`config.mk`:
```
export PLATFORM = sky130hd
export DESIGN_NAME = sya_ctrl
export DESIGN_NICKNAME = d
export VERILOG_FILES = /design/src/hw/sya_pkg.sv /design/src/hw/sya_ctrl.sv
export SDC_FILE = /design/constraint.sdc
export NUM_CORES = 1
export LEC_CHECK = 0
export ABC_AREA = 1
export BUFFER_PORTS_ARGS = -buffer_cell sky130_fd_sc_hd__buf_2
export CELL_PAD_IN_SITES_DETAIL_PLACEMENT = 0
export CELL_PAD_IN_SITES_GLOBAL_PLACEMENT = 1
export CORE_MARGIN = 2
export CORE_UTILIZATION = 42
export DETAILED_ROUTE_END_ITERATION = 7
export PLACE_DENSITY = 0.79
export RECOVER_POWER = 100
export SKIP_CTS_REPAIR_TIMING = 1
export SYNTH_ARGS = -nofsm -noshare
export SYNTH_HDL_FRONTEND = slang
export SYNTH_SLANG_ARGS = --single-unit
export TNS_END_PERCENT = 20
```
`constraint.sdc`:
```
create_clock -name clk -period 4.5 [get_ports clk]
set_input_delay 0.9 -clock clk [delete_from_list [all_inputs] [get_ports clk]]
set_output_delay 0.9 -clock clk [all_outputs]
set_load 0.01 [all_outputs]
```
`src/hw/sya_pkg.sv`:
```
// Systolic engine shared definitions

package sya_pkg;

  //====================================================================
  // Datapath widths
  //====================================================================
  localparam int ACT_WIDTH   = 8;   // int8 activation, weight and output byte
  localparam int ACC_WIDTH   = 26;  // 16-bit product plus 10 bits of channel growth
  localparam int SCALE_WIDTH = 8;   // Unsigned multiplier
  localparam int SHIFT_WIDTH = 5;   // Right shift 0..31

  //====================================================================
  // Output saturation limits
  //====================================================================
  localparam logic signed [ACT_WIDTH-1:0] QMIN = -8'sd128;
  localparam logic signed [ACT_WIDTH-1:0] QMAX = 8'sd127;

endpackage

```
`src/hw/sya_ctrl.sv`:
```
// Command and tile sequencing

`timescale 1ns/10ps

module sya_ctrl
  import sya_pkg::*;
#(
  parameter int NUM_ROW    = 4,
  parameter int NUM_COL    = 4,
  parameter int ADDR_WIDTH = 16,
  parameter int CHN_WIDTH  = 10
) (
  input  logic                   clk,
  input  logic                   rst_n,
  input  logic                   cfg_vld_i,
  output logic                   cfg_rdy_o,
  input  logic [ADDR_WIDTH-1:0]  cfg_nip_i,
  input  logic [CHN_WIDTH-1:0]   cfg_chi_i,
  input  logic [SCALE_WIDTH-1:0] cfg_scale_i,
  input  logic [SHIFT_WIDTH-1:0] cfg_shift_i,
  input  logic [ACT_WIDTH-1:0]   cfg_zp_i,
  input  logic [ADDR_WIDTH-1:0]  cfg_act_base_i,
  input  logic [ADDR_WIDTH-1:0]  cfg_wgt_base_i,
  input  logic [ADDR_WIDTH-1:0]  cfg_ofm_base_i,
  output logic [ADDR_WIDTH-1:0]  act_addr_o,
  output logic [ADDR_WIDTH-1:0]  wgt_addr_o,
  output logic                   rd_addr_vld_o,
  input  logic                   act_addr_rdy_i,
  input  logic                   wgt_addr_rdy_i,
  input  logic                   act_dat_vld_i,
  output logic                   act_dat_rdy_o,
  input  logic                   wgt_dat_vld_i,
  output logic                   wgt_dat_rdy_o,
  output logic                   array_step_o,
  output logic                   array_clear_o,
  output logic                   feed_vld_o,
  output logic                   tile_ready_o,
  input  logic                   tile_written_i,
  output logic [SCALE_WIDTH-1:0] scale_o,
  output logic [SHIFT_WIDTH-1:0] shift_o,
  output logic [ACT_WIDTH-1:0]   zp_o,
  output logic [ADDR_WIDTH-1:0]  ofm_base_o
);

  localparam int DRAIN_STEPS = NUM_ROW + NUM_COL - 2;
  localparam int DRN_WIDTH   = $clog2(NUM_ROW + NUM_COL);

  localparam logic [1:0] S_IDLE  = 2'd0;
  localparam logic [1:0] S_LOAD  = 2'd1;
  localparam logic [1:0] S_DRAIN = 2'd2;
  localparam logic [1:0] S_WRITE = 2'd3;

  logic [1:0]            state_q, state_d;
  logic [ADDR_WIDTH-1:0] nip_q, tile_cnt_q, addr_cnt_q;
  logic [CHN_WIDTH-1:0]  chi_q, addr_tile_q, beat_cnt_q;
  logic [DRN_WIDTH-1:0]  drain_cnt_q;
  logic [ADDR_WIDTH-1:0] act_base_q, wgt_base_q;
  logic                  tile_ready_q;
  logic                  cfg_fire, addr_fire, beat_ok, beat_fire;
  logic                  last_beat, drain_last, last_tile, next_tile;

  //====================================================================
  // Handshakes
  //====================================================================
  assign cfg_rdy_o     = (state_q == S_IDLE);
  assign cfg_fire      = cfg_vld_i & cfg_rdy_o;
  assign rd_addr_vld_o = (state_q == S_LOAD) && (addr_tile_q < chi_q);
  assign addr_fire     = rd_addr_vld_o & act_addr_rdy_i & wgt_addr_rdy_i;
  assign act_addr_o    = act_base_q + addr_cnt_q;
  assign wgt_addr_o    = wgt_base_q + addr_cnt_q;

  // A channel beat needs both buffers valid together
  assign beat_ok       = (state_q == S_LOAD) && (beat_cnt_q < chi_q);
  assign act_dat_rdy_o = wgt_dat_vld_i & beat_ok;
  assign wgt_dat_rdy_o = act_dat_vld_i & beat_ok;
  assign beat_fire     = act_dat_vld_i & wgt_dat_vld_i & beat_ok;

  assign last_beat  = beat_fire && (beat_cnt_q == chi_q - 1'b1);
  assign drain_last = (drain_cnt_q == DRN_WIDTH'(DRAIN_STEPS - 1));
  assign last_tile  = (tile_cnt_q == nip_q - 1'b1);
  assign next_tile  = (state_q == S_WRITE) && tile_written_i && !last_tile;

  assign array_step_o  = beat_fire | (state_q == S_DRAIN);
  assign feed_vld_o    = beat_fire;
  assign array_clear_o = cfg_fire | next_tile;  // Fresh accumulators per tile
  assign tile_ready_o  = tile_ready_q;

  //====================================================================
  // Tile FSM
  //====================================================================
  always_comb begin
    state_d = state_q;
    case (state_q)
      S_IDLE:  if (cfg_fire) state_d = S_LOAD;
      S_LOAD:  if (last_beat) state_d = (DRAIN_STEPS == 0) ? S_WRITE : S_DRAIN;
      S_DRAIN: if (drain_last) state_d = S_WRITE;
      S_WRITE: if (tile_written_i) state_d = last_tile ? S_IDLE : S_LOAD;
      default: state_d = S_IDLE;
    endcase
  end

  always_ff @(posedge clk or negedge rst_n) begin
    if (!rst_n) begin
      state_q      <= S_IDLE;
      nip_q        <= '0;
      chi_q        <= '0;
      tile_cnt_q   <= '0;
      addr_cnt_q   <= '0;
      addr_tile_q  <= '0;
      beat_cnt_q   <= '0;
      drain_cnt_q  <= '0;
      tile_ready_q <= 1'b0;
    end else begin
      state_q      <= state_d;
      tile_ready_q <= ((state_q == S_DRAIN) && drain_last) ||
                      (last_beat && (DRAIN_STEPS == 0));
      if (cfg_fire) begin
        nip_q       <= cfg_nip_i;
        chi_q       <= cfg_chi_i;
        tile_cnt_q  <= '0;
        addr_cnt_q  <= '0;
        addr_tile_q <= '0;
        beat_cnt_q  <= '0;
      end
      if (addr_fire) begin
        addr_cnt_q  <= addr_cnt_q + 1'b1;   // Runs over the whole command
        addr_tile_q <= addr_tile_q + 1'b1;
      end
      if (beat_fire) begin
        beat_cnt_q <= beat_cnt_q + 1'b1;
      end
      if (next_tile) begin
        tile_cnt_q  <= tile_cnt_q + 1'b1;
        addr_tile_q <= '0;
        beat_cnt_q  <= '0;
      end
      drain_cnt_q <= (state_q == S_DRAIN) ? drain_cnt_q + 1'b1 : '0;
    end
  end

  // Command parameters, ofm base steps one tile of rows at a time
  always_ff @(posedge clk) begin
    if (cfg_fire) begin
      scale_o    <= cfg_scale_i;
      shift_o    <= cfg_shift_i;
      zp_o       <= cfg_zp_i;
      act_base_q <= cfg_act_base_i;
      wgt_base_q <= cfg_wgt_base_i;
      ofm_base_o <= cfg_ofm_base_i;
    end else if (next_tile) begin
      ofm_base_o <= ofm_base_o + ADDR_WIDTH'(NUM_ROW);
    end
  end

endmodule

```
# After elaboration in Yosys (flattened, before gate mapping)
# Cells that the tools add are included.
# totals
in_bits,103
word_cells,76
memories,0
romBits,0
latchBits,0
out_inout_bits,77
reg_bits,153
mem_bits_rw,0
# op_classes
mux,17
bitwise,9
div,0
reduce_logical,13
add_sub_neg,10
eq_ne,10
n_shift,0
mul,0
order_cmp,2
# ops
operator,count
16-bit two-way mux,5
10-bit two-way mux,5
"16-bit by 1-bit adder with 16-bit output, second input constant",2
16-bit adder,2
"10-bit by 1-bit adder with 10-bit output, second input constant",2
10-bit < comparator,2
"16-bit by 3-bit adder with 16-bit output, second input constant",1
16-bit == test,1
"16-bit by 1-bit subtractor with 16-bit output, second input constant",1
10-bit == test,1
"10-bit by 1-bit subtractor with 10-bit output, second input constant",1
2-bit two-way mux,4
2-bit one-hot mux with 4 select lines,1
1-bit AND,7
1-bit logical AND,6
"2-bit inequality test, second input constant",3
3-bit nonzero test,2
"2-bit == test, second input constant",2
4-bit AND reduction,1
2-bit nonzero test,2
"3-bit by 1-bit adder with 3-bit output, second input constant",1
"3-bit == test, second input constant",1
3-bit two-way mux,1
"2-bit by 1-bit == test with 1-bit output, second input constant",1
other kinds (5),6

# Depth between registers and ports, before layout
# Gate-level depths: netlist (run 1).
# depth
depth_word,6
depth_mapped,17
mapped_depth_nobuf,16

# Least setup slack after synthesis (run 1)
# No wires, ideal clock.
# synth_path
path_type,input -> register
from,input cfg_vld_i
to,register act_base_q[0] (enable)
cell_stages,4
required_time_ps,4062
t_arrival_ps,3038
path_buffers,2
slack_ps,1025
setup_ps,438
path_cell_list,nand2_1 > clkinv_1 > clkbuf_1 > clkbuf_1
# synth_between
elab_chain_cells,1
# synth_rtl
item,line,rtl
"start, declared",sya_ctrl.sv:15,"input logic cfg_vld_i,"
1-bit AND,sya_ctrl.sv:66,assign cfg_fire = cfg_vld_i & cfg_rdy_o;
via cfg_fire,sya_ctrl.sv:59,"logic cfg_fire, addr_fire, beat_ok, beat_fire;"
"end signal, assigned",sya_ctrl.sv:147,act_base_q <= cfg_act_base_i;
"end, declared",sya_ctrl.sv:57,"logic [ADDR_WIDTH-1:0] act_base_q, wgt_base_q;"
# The timed path passes the listed nets, and every way through them passes these cells.
# A chain may end at the register's enable or synchronous reset.

# Worst setup path after layout (run 1)
# layout_path
from,register addr_cnt_q[0]
to,output wgt_addr_o[12]
# layout_between
elab_chain_cells,1
# layout_rtl
item,line,rtl
"start, declared",sya_ctrl.sv:54,"logic [ADDR_WIDTH-1:0] nip_q, tile_cnt_q, addr_cnt_q;"
"start signal, assigned",sya_ctrl.sv:126,addr_cnt_q <= addr_cnt_q + 1'b1;
16-bit adder,sya_ctrl.sv:70,assign wgt_addr_o = wgt_base_q + addr_cnt_q;
"end, declared",sya_ctrl.sv:26,"output logic [ADDR_WIDTH-1:0] wgt_addr_o,"
# No other way between the ends.

==> metrics.md, run 1 <==
| Metric | Value |
|---|---|
| Hold path depth | 1 |
| Worst slack, placed | 923 ps |
| Post-synth ARST share | 54.9% |
| R2R setup slack | 490 ps |
| Slew Viols, Final | 122 |
| # rows | 54 |
| Buffers and inverters on the worst path | 2 |
| Worst-skew pair later-pin latency | 430 ps |
| Fin cells | 1568 |
| Switching Share | 39.9% |
| Clk pin slew, worst setup/hold paths | 60 ps |
| Sw power | 2.21 mW |
| RSZ-0062 raised after global routing | no |
| Chip Width | 152 um |
| TritonCTS clock tree | yes |
| Slowest-stage cell, CP | dfrtp_1 |
| Top Family by Delay on Critical Path | compound AO/OA/AOI/OAI gates |
| Crit Path Class | reg2out |
| Worst hold margin | 473 ps |
| Area grow syn2layout | 17.3% |
| Initial detailed-routing violation count | 607 |
| Combinational power share | 37.4% |
| Num CTS Buffers | 17 |
| Final Hold Fails | 0 |
| Clock power frac | 24.6% |
| Worst r2r dst | wgt_base_q[0] |
| GRT Util Overall | 19.3% |
| Share of power burned in registers | 38.0% |
| Crit-path max cell delay | 440 ps |
| Commonest non-fill, non-tap cell in the layout | nand2_1 |
| Max-cap violations | 2 |
| Starting Density | 42.5% |
| Hold WC Path Type | reg2reg |
| Fillers | 2140 |
| Final core utilization | 49.9% |
| Most used cell, CP | o21ai_0 |
| Worst setup path start | addr_cnt_q[0] |
| Register-to-Register Path Depth | 6 |
| Violations in the final reports | capacitance limit, slew limit |
| Clock Path Buffers | 2 |
| Initial antenna violation count | 1 |
| Post-DRT Antenna Nets | 0 |
| Synthesized area | 9260 sq um |
| Grt ovf | 0 |
| Worst r2r src | state_q[1] |
| Worst Hold End | drain_cnt_q[0] |
| # nets final | 1441 |
| Final RePlAce weighted congestion | 0.856 |
| I/O pin total | 180 |
| Placed cell count | 1535 |
| WL/cell | 14.4 um |
| Ratio of cells with drive above 1 in the final layout | 11.0% |
| # port buffers | 179 |
| Worst setup SP type | register |
| Worst slew margin | -19.9% |
| Global-route wire length before repair | 36500 um |
| DRC | 0 |
| Largest net degree at the start of global routing | 63 |
| Die height | 152 um |
| Leakage power total | 5.01 nW |
| Cell Int Power | 3.33 mW |
| Final HPWL DP | 17100 um |
| Synth warn | 0 |
| Post-synth top flop | dfrtp_1 |
| CP Depth | 10 |
| Die ar. | 23200 sq um |
| Worst EP required | 3600 ps |
| Routed WL | 22600 um |
| Clk_skew | 9.25 ps |
| Via density | 4.91 |
| Placed cell area | 10500 sq um |
| DR pass1 iterations | 6 |
| Post-Synthesis Cells | 1087 |
| Flops & latches, synth | 153 |
| Critical path, cell by cell | ha_1 -> inv_1 -> fa_1 -> o21ai_0 -> a21oi_1 -> o21ai_0 -> a21boi_0 -> o21ai_0 -> xor2_1 -> clkbuf_1 |
| Setup TNS | 0 ps |
| Max Fclk | 247 MHz |
| Average instance area after synthesis | 8.52 sq um |
| Total chip power | 5.54 mW |
| Power density over the cells | 510 nW/um^2 |
| Endpoint type of the worst setup path | output port |
| Final period utilization | 90.1% |
| Final instance area | 10900 sq um |
| Syn_nets | 1254 |
| Vias post-DR | 7699 |
| Measured slew at the worst slew-check pin | 1800 ps |
| Core area | 21800 sq um |
| Critical Path AT | 3160 ps |
| Vias in the first global route | 7312 |
| Final setup vio count | 0 |
| Sink Count | 153 |
| Commonest non-fill, non-tap cells in the layout | nand2_1, inv_1, buf_2, o21ai_0, clkbuf_1 |
| Netlist cell types | 37 |
| Worst setup margin | 445 ps |
| Worst-path maximum fanout | 6 |
| Number of flops mapped to enable cells by yosys | 69 |
| H-tree depth | 4 |
| Outcome | finished, violations left |
| Root Driver | clkbuf_16 |
| Worst VDD drop | 246 uV |
| Hold_sp | drain_cnt_q[0] |
| Seq/Total Area, Yosys | 45.1% |
| Final min period | 4060 ps |
-- metal layers --
| metal | GRT usage [%] | vias up | share of wire [%] |
|---|---|---|---|
| met3 | 2.93 | 21 | 3.9 |
| met1 | 26.1 | 3541 | 47 |
| met5 | 0 | - | 0 |
| met2 | 32.1 | 154 | 47 |
| li1 | - | 3983 | - |
| met4 | 6.31 | 0 | 1.5 |
-- power groups by stage --
stage | combinational (mW) | clock, mW | sequential [mW]
2_1_floorplan | 1.49 | 0 | 2.12
3_3_place_gp | 2.14 | 0 | 2.12
3_5_place_dp | 2.17 | 0 | 2.12
4_1_cts | 2.18 | 1.40 | 2.10
5_1_grt | 2.38 | 1.45 | 2.15
6_report | 2.07 | 1.36 | 2.10
-- how the worst max path moves through the flow --
stage                           to  slack (ps)
floorplan            act_base_q[0]        1020
CTS                 wgt_addr_o[12]         450
detailed placement  wgt_addr_o[12]         920
global route        addr_tile_q[0]         100
global placement    wgt_addr_o[12]         960
finish              wgt_addr_o[12]         440
-- cell usage after synthesis (2+ instances only) --
| library cell | n | share of area [%] |
|---|---|---|
| nand2_1 | 266 | 11 |
| inv_1 | 118 | 4.8 |
| dfrtp_1 | 84 | 23 |
| nand3_1 | 83 | 4.5 |
| nor2_1 | 80 | 3.2 |
| edfxtp_1 | 69 | 22 |
| o21ai_0 | 68 | 3.7 |
| ha_1 | 62 | 8.4 |
| xor2_1 | 59 | 5.6 |
| a21oi_1 | 45 | 2.4 |
| xnor2_1 | 30 | 2.8 |
| o21ai_1 | 27 | 1.5 |
| nand4_1 | 12 | 0.81 |
| clkbuf_1 | 11 | 0.45 |
| nand3b_1 | 10 | 0.81 |
| nor3_1 | 9 | 0.49 |
| nor2_2 | 7 | 0.47 |
| o31ai_1 | 6 | 0.49 |
| buf_6 | 5 | 0.61 |
| nand2_2 | 5 | 0.34 |
| o22ai_1 | 5 | 0.34 |
| a21boi_0 | 4 | 0.32 |
| nor4_1 | 3 | 0.20 |
| a21o_1 | 2 | 0.16 |
| buf_2 | 2 | 0.11 |
| fa_1 | 2 | 0.43 |
| nor2_4 | 2 | 0.24 |
| o211ai_1 | 2 | 0.16 |
-- area by class of cell --
cell class,instances,area [sq um],share of cell area (%)
inverters,119,447,4.11
clock inverters,13,121,1.12
well taps,280,350,3.23
multi-input cells,797,4500,41.5
repair buffers,186,830,7.64
clock buffers,19,433,3.99
flip-flops and latches,153,4170,38.4
diodes,1,2.50,0.0230
-- sequential cells by signal, summed over array words and instances (netlist names), 5 cells and up --
| register | count |
|---|---|
| addr_tile_q | 10 |
| addr_cnt_q | 16 |
| nip_q | 16 |
| beat_cnt_q | 10 |
| tile_cnt_q | 16 |
| shift_o | 5 |
| chi_q | 10 |
| wgt_base_q | 16 |
| ofm_base_o | 16 |
| zp_o | 8 |
| act_base_q | 16 |
| scale_o | 8 |
-- kinds of logic (layout without fill, tap and decap cells) --
group                    after synthesis  in the layout  synth area share (%)
AND/OR/NAND/NOR                      481            481                  22.3
XOR/XNOR                              89             89                  8.42
other                                  0              1                     0
buffers and inverters                137            337                  5.99
flip-flops                           153            153                  45.1
AO/OA/AOI/OAI                        163            163                  9.38
adder cells (fa/ha/maj)               64             64                  8.81
Power figures use the tool's default switching activity.
==> inputs of run 2 (changes only) <==
==> constraint.sdc (replaced) <==
create_clock -name clk -period 4.5 [get_ports clk]
set_input_delay 0.675 -clock clk [delete_from_list [all_inputs] [get_ports clk]]
set_output_delay 0.675 -clock clk [all_outputs]
set_load 0.01 [all_outputs]
==> run 2 against run 1 <==
Net effect:
- the run still ends with capacitance limit, slew limit left
- sequential share of layout area hardly changed
- register-to-register slack better by 460 ps
- worst setup slack better by 200 ps
- first-iteration DRC count is 29% lower
- clock skew is 0.62 ps lower
- count of clock-buffer cells in the layout is 1 lower
- clock power is 5% higher
- die area stayed put
- flip-flop and latch count stayed put
- total power is 1.3% higher
==> metrics.md, run 2 (synthesis results as in run 1) <==
| Metric | Value |
|---|---|
| Outcome | finished, violations left |
| Violations in the final reports | capacitance limit, slew limit |
| Sw power | 2.23 mW (+0.96%) |
| Worst-path maximum fanout | 6 (unchanged) |
| TritonCTS clock tree | yes |
| Largest net degree at the start of global routing | 81 (+29%) |
| Die ar. | 23200 sq um (unchanged) |
| Clk_skew | 8.63 ps (-0.625 ps) |
| Final core utilization | 50.0% (+0.063 points) |
| Measured slew at the worst slew-check pin | 3470 ps (+1670 ps) |
| Global-route wire length before repair | 37400 um (+2.6%) |
| Grt ovf | 0 (unchanged) |
| Worst-skew pair later-pin latency | 430 ps (about the same) |
| Starting Density | 42.5% (unchanged) |
| Final period utilization | 85.6% (-4.6 points) |
| RSZ-0062 raised after global routing | no |
| Hold WC Path Type | in2reg |
| Fillers | 2165 (+1.2%) |
| Power density over the cells | 516 nW/um^2 (+1.2%) |
| DRC | 0 (unchanged) |
| Post-DRT Antenna Nets | 0 (unchanged) |
| # nets final | 1439 (-0.14%) |
| Endpoint type of the worst setup path | output port |
| Commonest non-fill, non-tap cell in the layout | nand2_1 |
| Max Fclk | 260 MHz (+5.3%) |
| Area grow syn2layout | 17.5% |
| I/O pin total | 180 (unchanged) |
| Setup TNS | 0 ps (unchanged) |
| Worst slew margin | -131% (-110 points) |
| Via density | 4.94 (+0.60%) |
| Chip Width | 152 um (unchanged) |
| Core area | 21800 sq um (unchanged) |
| Sink Count | 153 (unchanged) |
| Die height | 152 um (unchanged) |
| # rows | 54 (unchanged) |
| Routed WL | 22700 um (+0.71%) |
| Worst slack, placed | 1170 ps (+250 ps) |
| Clk pin slew, worst setup/hold paths | 70 ps (about the same) |
| Vias in the first global route | 7385 (+1.0%) |
| Initial detailed-routing violation count | 428 (-29%) |
| Switching Share | 39.7% (-0.14 points) |
| Share of power burned in registers | 37.5% (-0.5 points) |
| Combinational power share | 37.0% (-0.4 points) |
| Worst EP required | 3830 ps (+230 ps) |
| Slew Viols, Final | 173 (+42%) |
| DR pass1 iterations | 5 (-1) |
| Worst VDD drop | 290 uV (+18%) |
| Final setup vio count | 0 (unchanged) |
| Max-cap violations | 3 (+1) |
| Final HPWL DP | 16800 um (-2.0%) |
| Clock Path Buffers | 2 (unchanged) |
| Leakage power total | 5.01 nW (about the same) |
| Cell Int Power | 3.38 mW (+1.5%) |
| Clock power frac | 25.5% (+0.9 points) |
| Critical Path AT | 3180 ps (+20 ps) |
| Final RePlAce weighted congestion | 0.831 (-2.9%) |
| Root Driver | clkbuf_16 |
| Worst setup margin | 650 ps (+205 ps) |
| GRT Util Overall | 19.8% (+0.44 points) |
| H-tree depth | 4 (unchanged) |
| Vias post-DR | 7735 (+0.47%) |
| Commonest non-fill, non-tap cells in the layout | nand2_1, inv_1, buf_2, o21ai_0, clkbuf_1 |
| # port buffers | 179 (unchanged) |
| Crit Path Class | reg2out |
| Final Hold Fails | 0 (unchanged) |
| Initial antenna violation count | 1 (unchanged) |
| Final min period | 3850 ps (-205 ps) |
| WL/cell | 14.5 um (+0.84%) |
| Worst setup SP type | register |
| Ratio of cells with drive above 1 in the final layout | 10.8% (-0.14 points) |
| Num CTS Buffers | 17 (unchanged) |
-- run 2: through the flow --
stage	instance area (sq um)	hold slack, ps	std cells	power, mW
global placement	10400	458	1533	4.25
global route	10900	399	1566	6.06
CTS	11000	365	1565	5.73
floorplan	9260	379	1087	3.61
detailed placement	10400	472	1533	4.28
finish	10900	418	1566	5.61
-- run 2: critical path: stages (launching register included) --
cell,delay (ps)
dfrtp_1,450
ha_1,210
inv_1,60
fa_1,400
o21ai_0,340
a21oi_1,220
o21ai_0,290
a21boi_0,200
o21ai_0,230
xor2_1,180
clkbuf_1,170
-- run 2: worst paths after layout --
kind / slack (ps) / start / end / cells past startpoint
max in group asynchronous: 1000 / rst_n / addr_cnt_q[4] / 2
worst min-delay path: 420 / cfg_scale_i[4] / scale_o[4] / 1
worst max register to register: 950 / chi_q[9] / addr_cnt_q[11] / 12
worst max-delay path: 650 / addr_cnt_q[0] / wgt_addr_o[12] / 10
worst min register to register: 480 / drain_cnt_q[0] / drain_cnt_q[0] / 1
min in group asynchronous: 1420 / rst_n / nip_q[0] / 1
-- run 2: area by class of cell --
type / count / area (sq um) / area share [%]
multi-input cells: 797 / 4510 / 41.5
flip-flops and latches: 153 / 4170 / 38.4
repair buffers: 184 / 815 / 7.49
inverters: 119 / 449 / 4.13
clock buffers: 18 / 429 / 3.95
well taps: 280 / 350 / 3.22
clock inverters: 14 / 148 / 1.36
diodes: 1 / 2.50 / 0.0230
-- run 2: power by group through the flow --
| stage | clock network [mW] | registers [mW] | logic, mW |
|---|---|---|---|
| global route | 1.51 | 2.15 | 2.39 |
| global placement | 0 | 2.12 | 2.13 |
| finish | 1.43 | 2.10 | 2.07 |
| CTS | 1.46 | 2.10 | 2.17 |
| detailed placement | 0 | 2.12 | 2.16 |
| floorplan | 0 | 2.12 | 1.49 |
-- run 2: layer usage --
metal | vias to the layer above | track usage, % | part of all wire (%)
met1 | 3588 | 27.8 | 49
met2 | 138 | 32.3 | 46
li1 | 3983 | - | -
met3 | 26 | 2.79 | 3.0
met4 | 0 | 5.42 | 1.5
met5 | - | 0 | 0
